### src/rtl/mul_pipe_pkg.sv
////////////////////////////////////////////////////////////
// widths of the split multiplier and the pipeline outputs
////////////////////////////////////////////////////////////

package mul_pipe_pkg;

  // one multiplier operand half
  localparam int HALF_W = 16;

  // multiplier operand, fraction followed by 8 zero bits
  localparam int MOP_W = 32;

  // kept product window
  localparam int PRODUCT_W = 48;

  // output fraction, 27 product bits plus sticky
  localparam int FRACT28_W = 28;

  // saturated right-shift amount
  localparam int SHR_W = 5;

  typedef logic [HALF_W-1:0] half_t;
  typedef logic [SHR_W-1:0]  shr_t;

endpackage

### src/rtl/fp_format_pkg.sv
////////////////////////////////////////////////////////////
// unpacked single-precision operand format for the multiply
// pipeline, referenced by scoped name from the RTL
////////////////////////////////////////////////////////////

package fp_format_pkg;

  // biased exponent, two bits wider than IEEE for under/overflow
  localparam int EXP_W = 10;

  // fraction including the hidden bit
  localparam int FRACT_W = 24;

  // leading-zero count of one fraction
  localparam int NLZ_W = 5;

  // single-precision bias, default of the core parameter
  localparam int EXP_BIAS = 127;

  typedef logic [EXP_W-1:0]   exp_t;
  typedef logic [FRACT_W-1:0] fract_t;

endpackage
### src/rtl/fmul_core.sv
////////////////////////////////////////////////////////////
// floating-point multiply core, four advancing edges from
// start_i to rdy_o; feeds the align and rounding stage
////////////////////////////////////////////////////////////

module fmul_core #(
  parameter int EXP_BIAS = fp_format_pkg::EXP_BIAS
) (
  input  logic                               clk,
  input  logic                               rst,
  input  logic                               flush_i,
  input  logic                               adv_i,
  input  logic                               start_i,
  input  logic                               signa_i,
  input  fp_format_pkg::exp_t                exp10a_i,
  input  fp_format_pkg::fract_t              fract24a_i,
  input  logic                               infa_i,
  input  logic                               zeroa_i,
  input  logic                               signb_i,
  input  fp_format_pkg::exp_t                exp10b_i,
  input  fp_format_pkg::fract_t              fract24b_i,
  input  logic                               infb_i,
  input  logic                               zerob_i,
  input  logic                               snan_i,
  input  logic                               qnan_i,
  input  logic                               anan_sign_i,
  output logic                               rdy_o,
  output logic                               sign_o,
  output mul_pipe_pkg::shr_t                 shr_o,
  output fp_format_pkg::exp_t                exp10shr_o,
  output fp_format_pkg::exp_t                exp10sh0_o,
  output logic [mul_pipe_pkg::FRACT28_W-1:0] fract28_o,
  output logic                               inv_o,
  output logic                               inf_o,
  output logic                               snan_o,
  output logic                               qnan_o,
  output logic                               anan_sign_o
);

  localparam int PRW = 2 * mul_pipe_pkg::HALF_W;

  // stage 0 to stage 1
  logic                            s0_ready, s0_inv, s0_inf, s0_snan, s0_qnan;
  logic                            s0_anan_sign, s0_opc_0, s0_sign;
  fp_format_pkg::exp_t             s0_exp10a, s0_exp10b;
  fp_format_pkg::fract_t           s0_fract24a, s0_fract24b;
  logic [fp_format_pkg::NLZ_W-1:0] s0_nlza, s0_nlzb;
  // normalized fractions into the multiplier
  fp_format_pkg::fract_t           norm_a, norm_b;
  // stage 2 to stage 3
  logic                            s2_ready, s2_inv, s2_inf, s2_snan, s2_qnan;
  logic                            s2_anan_sign, s2_sign;
  fp_format_pkg::exp_t             s2_exp10c, s2_exp10rx;
  mul_pipe_pkg::shr_t              s2_shrx;
  logic [PRW-1:0]                  albl, albh, ahbl, ahbh;

  fmul_prenorm u_prenorm (
    .clk            (clk),
    .rst            (rst),
    .flush_i        (flush_i),
    .adv_i          (adv_i),
    .start_i        (start_i),
    .signa_i        (signa_i),
    .exp10a_i       (exp10a_i),
    .fract24a_i     (fract24a_i),
    .infa_i         (infa_i),
    .zeroa_i        (zeroa_i),
    .signb_i        (signb_i),
    .exp10b_i       (exp10b_i),
    .fract24b_i     (fract24b_i),
    .infb_i         (infb_i),
    .zerob_i        (zerob_i),
    .snan_i         (snan_i),
    .qnan_i         (qnan_i),
    .anan_sign_i    (anan_sign_i),
    .s0_ready_o     (s0_ready),
    .s0_inv_o       (s0_inv),
    .s0_inf_o       (s0_inf),
    .s0_snan_o      (s0_snan),
    .s0_qnan_o      (s0_qnan),
    .s0_anan_sign_o (s0_anan_sign),
    .s0_opc_0_o     (s0_opc_0),
    .s0_sign_o      (s0_sign),
    .s0_exp10a_o    (s0_exp10a),
    .s0_fract24a_o  (s0_fract24a),
    .s0_nlza_o      (s0_nlza),
    .s0_exp10b_o    (s0_exp10b),
    .s0_fract24b_o  (s0_fract24b),
    .s0_nlzb_o      (s0_nlzb)
  );

  fmul_exp_align #(
    .EXP_BIAS (EXP_BIAS)
  ) u_exp_align (
    .clk             (clk),
    .rst             (rst),
    .flush_i         (flush_i),
    .adv_i           (adv_i),
    .s0_ready_i      (s0_ready),
    .s0_inv_i        (s0_inv),
    .s0_inf_i        (s0_inf),
    .s0_snan_i       (s0_snan),
    .s0_qnan_i       (s0_qnan),
    .s0_anan_sign_i  (s0_anan_sign),
    .s0_opc_0_i      (s0_opc_0),
    .s0_sign_i       (s0_sign),
    .s0_exp10a_i     (s0_exp10a),
    .s0_fract24a_i   (s0_fract24a),
    .s0_nlza_i       (s0_nlza),
    .s0_exp10b_i     (s0_exp10b),
    .s0_fract24b_i   (s0_fract24b),
    .s0_nlzb_i       (s0_nlzb),
    .norm_fract24a_o (norm_a),
    .norm_fract24b_o (norm_b),
    .s2_ready_o      (s2_ready),
    .s2_inv_o        (s2_inv),
    .s2_inf_o        (s2_inf),
    .s2_snan_o       (s2_snan),
    .s2_qnan_o       (s2_qnan),
    .s2_anan_sign_o  (s2_anan_sign),
    .s2_sign_o       (s2_sign),
    .s2_exp10c_o     (s2_exp10c),
    .s2_shrx_o       (s2_shrx),
    .s2_exp10rx_o    (s2_exp10rx)
  );

  fmul_partial_products u_partial_products (
    .clk             (clk),
    .adv_i           (adv_i),
    .norm_fract24a_i (norm_a),
    .norm_fract24b_i (norm_b),
    .albl_o          (albl),
    .albh_o          (albh),
    .ahbl_o          (ahbl),
    .ahbh_o          (ahbh)
  );

  fmul_product_sum u_product_sum (
    .clk            (clk),
    .rst            (rst),
    .flush_i        (flush_i),
    .adv_i          (adv_i),
    .albl_i         (albl),
    .albh_i         (albh),
    .ahbl_i         (ahbl),
    .ahbh_i         (ahbh),
    .s2_ready_i     (s2_ready),
    .s2_inv_i       (s2_inv),
    .s2_inf_i       (s2_inf),
    .s2_snan_i      (s2_snan),
    .s2_qnan_i      (s2_qnan),
    .s2_anan_sign_i (s2_anan_sign),
    .s2_sign_i      (s2_sign),
    .s2_exp10c_i    (s2_exp10c),
    .s2_shrx_i      (s2_shrx),
    .s2_exp10rx_i   (s2_exp10rx),
    .rdy_o          (rdy_o),
    .sign_o         (sign_o),
    .shr_o          (shr_o),
    .exp10shr_o     (exp10shr_o),
    .exp10sh0_o     (exp10sh0_o),
    .fract28_o      (fract28_o),
    .inv_o          (inv_o),
    .inf_o          (inf_o),
    .snan_o         (snan_o),
    .qnan_o         (qnan_o),
    .anan_sign_o    (anan_sign_o)
  );

endmodule

### src/rtl/fmul_product_sum.sv
////////////////////////////////////////////////////////////
// stage 3: partial-product summation, sticky reduction and
// the core output registers
////////////////////////////////////////////////////////////

module fmul_product_sum (
  input  logic                                  clk,
  input  logic                                  rst,
  input  logic                                  flush_i,
  input  logic                                  adv_i,
  // products from stage 2
  input  logic [2*mul_pipe_pkg::HALF_W-1:0]     albl_i,
  input  logic [2*mul_pipe_pkg::HALF_W-1:0]     albh_i,
  input  logic [2*mul_pipe_pkg::HALF_W-1:0]     ahbl_i,
  input  logic [2*mul_pipe_pkg::HALF_W-1:0]     ahbh_i,
  // stage 2 state
  input  logic                                  s2_ready_i,
  input  logic                                  s2_inv_i,
  input  logic                                  s2_inf_i,
  input  logic                                  s2_snan_i,
  input  logic                                  s2_qnan_i,
  input  logic                                  s2_anan_sign_i,
  input  logic                                  s2_sign_i,
  input  fp_format_pkg::exp_t                   s2_exp10c_i,
  input  mul_pipe_pkg::shr_t                    s2_shrx_i,
  input  fp_format_pkg::exp_t                   s2_exp10rx_i,
  // core outputs
  output logic                                  rdy_o,
  output logic                                  sign_o,
  output mul_pipe_pkg::shr_t                    shr_o,
  output fp_format_pkg::exp_t                   exp10shr_o,
  output fp_format_pkg::exp_t                   exp10sh0_o,
  output logic [mul_pipe_pkg::FRACT28_W-1:0]    fract28_o,
  output logic                                  inv_o,
  output logic                                  inf_o,
  output logic                                  snan_o,
  output logic                                  qnan_o,
  output logic                                  anan_sign_o
);

  localparam int HW = mul_pipe_pkg::HALF_W;
  localparam int PW = mul_pipe_pkg::PRODUCT_W;
  localparam int OW = mul_pipe_pkg::FRACT28_W;

  logic [PW-1:0] prod;

  // top 48 bits of the 64-bit product
  // low half of albl is always zero due to the operand padding
  assign prod = {ahbh_i, {HW{1'b0}}}
              + {{HW{1'b0}}, ahbl_i}
              + {{HW{1'b0}}, albh_i}
              + {{(PW-HW){1'b0}}, albl_i[2*HW-1:HW]};

  always_ff @(posedge clk) begin
    if (adv_i) begin
      // 27 product bits, the rest folded into sticky
      fract28_o   <= {prod[PW-1 -: OW-1], |prod[PW-OW:0]};
      sign_o      <= s2_sign_i;
      shr_o       <= s2_shrx_i;
      exp10shr_o  <= s2_exp10rx_i;
      exp10sh0_o  <= s2_exp10c_i;
      inv_o       <= s2_inv_i;
      inf_o       <= s2_inf_i;
      snan_o      <= s2_snan_i;
      qnan_o      <= s2_qnan_i;
      anan_sign_o <= s2_anan_sign_i;
    end
  end

  // last link of the valid chain
  always_ff @(posedge clk or posedge rst) begin
    if (rst) begin
      rdy_o <= 1'b0;
    end else if (flush_i) begin
      rdy_o <= 1'b0;
    end else if (adv_i) begin
      rdy_o <= s2_ready_i;
    end
  end

endmodule

### src/rtl/fmul_partial_products.sv
////////////////////////////////////////////////////////////
// split multiplier front end: operand halves in stage 1,
// four registered 16x16 products in stage 2
////////////////////////////////////////////////////////////

module fmul_partial_products (
  input  logic                                clk,
  input  logic                                adv_i,
  input  fp_format_pkg::fract_t               norm_fract24a_i,
  input  fp_format_pkg::fract_t               norm_fract24b_i,
  output logic [2*mul_pipe_pkg::HALF_W-1:0]   albl_o,
  output logic [2*mul_pipe_pkg::HALF_W-1:0]   albh_o,
  output logic [2*mul_pipe_pkg::HALF_W-1:0]   ahbl_o,
  output logic [2*mul_pipe_pkg::HALF_W-1:0]   ahbh_o
);

  localparam int HW = mul_pipe_pkg::HALF_W;
  localparam int MW = mul_pipe_pkg::MOP_W;
  localparam int PW = MW - fp_format_pkg::FRACT_W;

  // fraction padded with zeros to the operand width
  logic [MW-1:0]       mop_a;
  logic [MW-1:0]       mop_b;
  mul_pipe_pkg::half_t al, ah, bl, bh;

  assign mop_a = {norm_fract24a_i, {PW{1'b0}}};
  assign mop_b = {norm_fract24b_i, {PW{1'b0}}};

  // stage 1 operand halves
  always_ff @(posedge clk) begin
    if (adv_i) begin
      al <= mop_a[HW-1:0];
      ah <= mop_a[MW-1:HW];
      bl <= mop_b[HW-1:0];
      bh <= mop_b[MW-1:HW];
    end
  end

  // stage 2 products, full 32-bit results
  always_ff @(posedge clk) begin
    if (adv_i) begin
      albl_o <= al * bl;
      albh_o <= al * bh;
      ahbl_o <= ah * bl;
      ahbh_o <= ah * bh;
    end
  end

endmodule

### src/rtl/fmul_exp_align.sv
////////////////////////////////////////////////////////////
// stages 1 and 2: normalizing shift, exponent sum with zero
// forcing, then right-shift and exponent selection
////////////////////////////////////////////////////////////

module fmul_exp_align #(
  parameter int EXP_BIAS = fp_format_pkg::EXP_BIAS
) (
  input  logic                            clk,
  input  logic                            rst,
  input  logic                            flush_i,
  input  logic                            adv_i,
  // from stage 0
  input  logic                            s0_ready_i,
  input  logic                            s0_inv_i,
  input  logic                            s0_inf_i,
  input  logic                            s0_snan_i,
  input  logic                            s0_qnan_i,
  input  logic                            s0_anan_sign_i,
  input  logic                            s0_opc_0_i,
  input  logic                            s0_sign_i,
  input  fp_format_pkg::exp_t             s0_exp10a_i,
  input  fp_format_pkg::fract_t           s0_fract24a_i,
  input  logic [fp_format_pkg::NLZ_W-1:0] s0_nlza_i,
  input  fp_format_pkg::exp_t             s0_exp10b_i,
  input  fp_format_pkg::fract_t           s0_fract24b_i,
  input  logic [fp_format_pkg::NLZ_W-1:0] s0_nlzb_i,
  // combinational, to the multiplier
  output fp_format_pkg::fract_t           norm_fract24a_o,
  output fp_format_pkg::fract_t           norm_fract24b_o,
  // stage 2 registers
  output logic                            s2_ready_o,
  output logic                            s2_inv_o,
  output logic                            s2_inf_o,
  output logic                            s2_snan_o,
  output logic                            s2_qnan_o,
  output logic                            s2_anan_sign_o,
  output logic                            s2_sign_o,
  output fp_format_pkg::exp_t             s2_exp10c_o,
  output mul_pipe_pkg::shr_t              s2_shrx_o,
  output fp_format_pkg::exp_t             s2_exp10rx_o
);

  localparam int EW = fp_format_pkg::EXP_W;
  localparam int SW = mul_pipe_pkg::SHR_W;
  localparam int ZW = EW - fp_format_pkg::NLZ_W;

  fp_format_pkg::exp_t exp_sum;
  // stage 1 state
  logic                s1_ready;
  logic                s1_inv, s1_inf, s1_snan, s1_qnan, s1_anan_sign;
  logic                s1_opc_0;
  logic                s1_sign;
  fp_format_pkg::exp_t s1_exp10c;
  // stage 2 selection
  logic [EW:0]         shr_neg;
  fp_format_pkg::exp_t shr_full;
  fp_format_pkg::exp_t exp_rx;
  logic                exp_zero;

  ////////////////////////////////////////////////////////////
  // stage 1
  ////////////////////////////////////////////////////////////

  // normalize each fraction by its own count, zero forced
  assign norm_fract24a_o = s0_opc_0_i ? '0 : (s0_fract24a_i << s0_nlza_i);
  assign norm_fract24b_o = s0_opc_0_i ? '0 : (s0_fract24b_i << s0_nlzb_i);

  // (ea - nlza) + (eb - nlzb) - bias, wraps modulo 1024
  assign exp_sum = s0_exp10a_i - {{ZW{1'b0}}, s0_nlza_i}
                 + s0_exp10b_i - {{ZW{1'b0}}, s0_nlzb_i}
                 - EW'(EXP_BIAS);

  always_ff @(posedge clk) begin
    if (adv_i) begin
      s1_inv       <= s0_inv_i;
      s1_inf       <= s0_inf_i;
      s1_snan      <= s0_snan_i;
      s1_qnan      <= s0_qnan_i;
      s1_anan_sign <= s0_anan_sign_i;
      s1_opc_0     <= s0_opc_0_i;
      s1_sign      <= s0_sign_i;
      s1_exp10c    <= s0_opc_0_i ? '0 : exp_sum;
    end
  end

  ////////////////////////////////////////////////////////////
  // stage 2
  ////////////////////////////////////////////////////////////

  assign exp_zero = ~(|s1_exp10c);
  // 1025 - sum for a negative sum
  assign shr_neg  = ((EW+1)'(1) << EW) + (EW+1)'(1) - {1'b0, s1_exp10c};

  always_comb begin
    if (s1_opc_0) begin
      shr_full = '0;
      exp_rx   = '0;
    end else if (s1_exp10c[EW-1]) begin
      // negative sum, denormal result
      shr_full = shr_neg[EW-1:0];
      exp_rx   = EW'(1);
    end else begin
      // zero sum shifts once, normal sum not at all
      shr_full = {{(EW-1){1'b0}}, exp_zero};
      exp_rx   = s1_exp10c | {{(EW-1){1'b0}}, exp_zero};
    end
  end

  always_ff @(posedge clk) begin
    if (adv_i) begin
      s2_inv_o       <= s1_inv;
      s2_inf_o       <= s1_inf;
      s2_snan_o      <= s1_snan;
      s2_qnan_o      <= s1_qnan;
      s2_anan_sign_o <= s1_anan_sign;
      s2_sign_o      <= s1_sign;
      s2_exp10c_o    <= s1_exp10c;
      // saturate to 31 when upper bits are set
      s2_shrx_o      <= shr_full[SW-1:0] | {SW{|shr_full[EW-1:SW]}};
      s2_exp10rx_o   <= exp_rx;
    end
  end

  // valid chain links 1 and 2
  always_ff @(posedge clk or posedge rst) begin
    if (rst) begin
      s1_ready   <= 1'b0;
      s2_ready_o <= 1'b0;
    end else if (flush_i) begin
      s1_ready   <= 1'b0;
      s2_ready_o <= 1'b0;
    end else if (adv_i) begin
      s1_ready   <= s0_ready_i;
      s2_ready_o <= s1_ready;
    end
  end

endmodule

### src/rtl/fmul_prenorm.sv
////////////////////////////////////////////////////////////
// stage 0 of the multiplier: exception detection, leading
// zero counts and the registered operand set
////////////////////////////////////////////////////////////

module fmul_prenorm (
  input  logic                            clk,
  input  logic                            rst,
  input  logic                            flush_i,
  input  logic                            adv_i,
  input  logic                            start_i,
  // operand a
  input  logic                            signa_i,
  input  fp_format_pkg::exp_t             exp10a_i,
  input  fp_format_pkg::fract_t           fract24a_i,
  input  logic                            infa_i,
  input  logic                            zeroa_i,
  // operand b
  input  logic                            signb_i,
  input  fp_format_pkg::exp_t             exp10b_i,
  input  fp_format_pkg::fract_t           fract24b_i,
  input  logic                            infb_i,
  input  logic                            zerob_i,
  // nan info from upstream
  input  logic                            snan_i,
  input  logic                            qnan_i,
  input  logic                            anan_sign_i,
  // stage 0 registers
  output logic                            s0_ready_o,
  output logic                            s0_inv_o,
  output logic                            s0_inf_o,
  output logic                            s0_snan_o,
  output logic                            s0_qnan_o,
  output logic                            s0_anan_sign_o,
  output logic                            s0_opc_0_o,
  output logic                            s0_sign_o,
  output fp_format_pkg::exp_t             s0_exp10a_o,
  output fp_format_pkg::fract_t           s0_fract24a_o,
  output logic [fp_format_pkg::NLZ_W-1:0] s0_nlza_o,
  output fp_format_pkg::exp_t             s0_exp10b_o,
  output fp_format_pkg::fract_t           s0_fract24b_o,
  output logic [fp_format_pkg::NLZ_W-1:0] s0_nlzb_o
);

  logic [fp_format_pkg::NLZ_W-1:0] nlza;
  logic [fp_format_pkg::NLZ_W-1:0] nlzb;

  // 0 * inf in either order is invalid
  wire inv = (zeroa_i & infb_i) | (zerob_i & infa_i);
  // any infinite input gives an infinite product
  wire inf = infa_i | infb_i;
  // any zero input forces fraction and exponent to zero
  wire opc_0 = zeroa_i | zerob_i;

  lzc24 u_lzc_a (
    .fract_i (fract24a_i),
    .nlz_o   (nlza)
  );

  lzc24 u_lzc_b (
    .fract_i (fract24b_i),
    .nlz_o   (nlzb)
  );

  // operand and flag registers
  always_ff @(posedge clk) begin
    if (adv_i) begin
      s0_inv_o       <= inv;
      s0_inf_o       <= inf;
      s0_snan_o      <= snan_i;
      s0_qnan_o      <= qnan_i;
      s0_anan_sign_o <= anan_sign_i;
      s0_opc_0_o     <= opc_0;
      s0_sign_o      <= signa_i ^ signb_i;
      s0_exp10a_o    <= exp10a_i;
      s0_fract24a_o  <= fract24a_i;
      s0_nlza_o      <= nlza;
      s0_exp10b_o    <= exp10b_i;
      s0_fract24b_o  <= fract24b_i;
      s0_nlzb_o      <= nlzb;
    end
  end

  // first link of the valid chain
  always_ff @(posedge clk or posedge rst) begin
    if (rst) begin
      s0_ready_o <= 1'b0;
    end else if (flush_i) begin
      s0_ready_o <= 1'b0;
    end else if (adv_i) begin
      s0_ready_o <= start_i;
    end
  end

endmodule

### src/rtl/lzc24.sv
////////////////////////////////////////////////////////////
// priority leading-zero counter for one 24-bit fraction
////////////////////////////////////////////////////////////

module lzc24 (
  input  fp_format_pkg::fract_t           fract_i,
  output logic [fp_format_pkg::NLZ_W-1:0] nlz_o
);

  localparam int FW = fp_format_pkg::FRACT_W;
  localparam int NW = fp_format_pkg::NLZ_W;

  // scan upwards so the highest set bit is the last one to win
  // all-zero fraction leaves the count at 0
  always_comb begin
    nlz_o = '0;
    for (int i = 0; i < FW; i++) begin
      if (fract_i[i]) begin
        nlz_o = NW'(FW - 1 - i);
      end
    end
  end

endmodule

### config.mk
export PLATFORM = sky130hd
export DESIGN_NAME = fmul_core
export DESIGN_NICKNAME = d
export VERILOG_FILES = /design/src/rtl/mul_pipe_pkg.sv /design/src/rtl/fp_format_pkg.sv /design/src/rtl/fmul_core.sv /design/src/rtl/fmul_product_sum.sv /design/src/rtl/fmul_partial_products.sv /design/src/rtl/fmul_exp_align.sv /design/src/rtl/fmul_prenorm.sv /design/src/rtl/lzc24.sv
export SDC_FILE = /design/constraint.sdc
export NUM_CORES = 2
export LEC_CHECK = 0
export BUFFER_PORTS_ARGS = -buffer_cell sky130_fd_sc_hd__buf_2
export CORE_MARGIN = 3
export CORE_UTILIZATION = 58
export CTS_CLUSTER_DIAMETER = 60
export CTS_CLUSTER_SIZE = 30
export DETAILED_ROUTE_END_ITERATION = 10
export PLACE_DENSITY = 0.74
export SLEW_MARGIN = 10
export SYNTH_ARGS = -nofsm -noshare
export SYNTH_HDL_FRONTEND = slang
export SYNTH_HIERARCHICAL = 1
export SYNTH_SLANG_ARGS = --single-unit
### constraint.sdc
create_clock -name clk -period 6.3 [get_ports clk]
set_clock_uncertainty 0.05 [all_clocks]
set_input_delay 0.315 -clock clk [delete_from_list [all_inputs] [get_ports clk]]
set_output_delay 0.315 -clock clk [all_outputs]
set_load 0.01 [all_outputs]
==> impl_metrics.py <==
metrics = {
    "synth": {
        "syn_area_per_cell_um2": 10.5,
        "synthesis.area_um2": 36100,
        "ys.warnings.count": 6,
        "netlist_instances": 3445,
    },
    "power": {
        "p_leak_nw": 18.2,
        "power_density_nw_per_um2": 294,
        "p_total_w": 0.0117,
        "peakVddDrop_v": 0.000321,
    },
    "cells_and_area": {
        "syn_to_final_growth_pct": 10.7,
        "multi_input_area_um2": 23200,
        "n_antenna_cell": 0,
        "fill_cells": 4726,
        "fin_area_um2": 40000,
        "drive_gt1_share_pct": 11.6,
        "final-seq-area_um2": 10200,
        "nets": 4464,
        "final-instance-count-excl-fill": 4512,
    },
    "place": {
        "postPlaceCellArea_um2": 37800,
        "place_inst": 4356,
        "hpwl_um": 62400,
        "gp_congestion": 0.910,
        "port_buffers": 141,
    },
    "grt": {
        "grt_max_degree": 127,
        "grt_first_pass_wirelength_um": 134000,
        "grt_pass1_vias": 26300,
        "antenna_found_initial": 2,
        "grt_overflow_total": 0,
        "grtUsageTotal_pct": 25.1,
    },
    "critical_path": {
        "end_kind": "register",
        "r2r_end": "u_partial_products/ahbh_o[30]",
        "reg2reg_slack_ps": 220,
        "start_kind": "register",
        "r2r_cells": 22,
        "r2r-start": "u_partial_products/ah[9]",
        "worstPathArrival_ps": 6380,
        "worstPathMaxFanout": 6,
        "crit_required_ps": 6600,
        "critPathKind": "register to register",
    },
    "clock_network": {
        "cts_root_buffer": "clkbuf_16",
        "insertion_delay_ps": 610,
        "cts_tree": "yes",
        "cts_sinks": 340,
        "h-tree-depth": 1,
        "path_clk_slew_ps": 90,
        "cts_inserted_buffers": 30,
        "cts_max_path_buffers": 3,
    },
    "detailed_routing": {
        "wl_um": 80600,
        "vias": 25400,
        "drt_iter0_markers": 1769,
        "firstDrtPassIters": 8,
        "drcViolationCount": 0,
        "avgViaCountPerCell": 5.64,
        "wl_per_cell_um": 17.9,
        "ant_nets": 0,
    },
    "sta": {
        "setup_viol": 0,
        "hold_ws_ps": 43.0,
        "drv_slew": 0,
        "fin_crit_sh_pct": 96.5,
        "relSlewSlack_pct": 31.5,
        "max_freq_mhz": 164,
        "fin_crit_ps": 6080,
        "hold_viol_final": 0,
        "worst_pin_slew_ps": 1030,
    },
    "job": {
        "max-cap-violations": 0,
    },
    "floorplanning": {
        "core_region_area_um2": 60900,
        "die_y_um": 255,
        "fp-row-count": 90,
        "dieArea_um2": 65200,
        "fp.dieW_um": 255,
        "io_pins": 142,
        "initial_core_util_pct": 59.2,
    },
    "run_status": {
        "status": "complete, no violations",
    },
    "worst_hold_path": {
        "hold_path.class": "primary input to async pin",
    },
}
## worst max-delay path by stage
stage	from	to	slack [ps]
2_1_floorplan	u_partial_products/ah[7]	u_partial_products/ahbh_o[30]	370
6_report	u_partial_products/ah[9]	u_partial_products/ahbh_o[30]	220
3_3_place_gp	u_partial_products/ah[9]	u_partial_products/ahbh_o[30]	180
4_1_cts	u_partial_products/ah[9]	u_partial_products/ahbh_o[23]	110
3_5_place_dp	u_partial_products/ah[9]	u_partial_products/ahbh_o[30]	150
5_1_grt	u_partial_products/bh[5]	u_partial_products/ahbh_o[31]	-20
## through the flow
stage / TNS [ps] / utilization, % / worst slack (ps)
4_1_cts: 0 / 65.3 / 112
3_5_place_dp: 0 / 62.0 / 151
3_3_place_gp: 0 / 62.0 / 183
2_1_floorplan: 0 / - / 373
5_1_grt: -46.3 / 65.6 / -19.1
6_report: 0 / 65.6 / 219
## layout make-up
cell class / instances / share of cell area (%)
clock buffer: 31 / 1.94
clock inverter: 25 / 1.01
inverter: 511 / 4.80
multi-input combinational: 2438 / 58.0
sequential: 340 / 25.5
tap: 828 / 2.59
timing repair buffer: 339 / 6.11
## state kept, by name (all words and copies together) (netlist names), 16 cells and up
name / flops
u_prenorm/s0_fract24b_o: 24
u_partial_products/albh_o: 24
u_prenorm/s0_fract24a_o: 24
u_partial_products/ahbl_o: 24
u_product_sum/fract28_o: 28
u_partial_products/ahbh_o: 32
u_partial_products/ah: 16
u_partial_products/bh: 16
u_partial_products/albl_o: 16
## worst max-delay path: stages (launching register included)
cell	delay, ps
edfxtp_1	490
buf_4	190
nand2_1	80
fa_1	450
fa_1	560
inv_1	70
fa_1	500
inv_1	50
fa_1	530
inv_1	50
fa_1	480
inv_1	50
fa_1	470
inv_1	40
ha_1	280
buf_4	170
a31o_2	260
a21oi_2	170
o2111ai_1	180
a311oi_1	320
buf_4	180
o21ai_1	80
xor2_1	150
## report_power, final
| group | switching [W] | total, W | internal (W) |
|---|---|---|---|
| clock network | 0.00101 | 0.00208 | 0.00107 |
| logic | 0.00363 | 0.00629 | 0.00266 |
| registers | 0.000265 | 0.00337 | 0.00311 |
## cells in the final DEF, fill, tap and decap left out, drive strengths merged, types with 15 or more instances in the layout
cell	instances
o211ai	19
a211oi	28
mux2	31
nor4	15
conb	17
nor2b	24
xnor2	77
o21ai	79
edfxtp	336
clkinv	15
and2	281
nor2	148
xor2	34
inv	518
a21o	54
mux4	37
clkbuf	32
o221ai	15
nand4	18
a21oi	106
a31oi	23
o21bai	17
mux2i	40
nor3	32
fa	442
dlygate4sd3	82
ha	280
o21a	20
nand3	41
buf	256
nand2	395
## repair_timing
| action | 4_1_cts | 5_1_grt |
|---|---|---|
| setup endpoints to repair | 0 | 10 |
| resized for setup | 0 | 12 |
| setup buffers | 0 | 18 |
| endpoints found under the hold margin | 84 | 0 |
| hold buffers | 82 | 0 |
## per-layer routing
metal	GRT usage, %	vias to the layer above	part of all wire, %
met5	0	-	0.030
met4	8.12	4	3.3
li1	-	11800	-
met2	42.7	753	49
met3	3.01	170	5.3
met1	33.7	12700	42
Note: power is estimated with default switching activity, not from simulation.
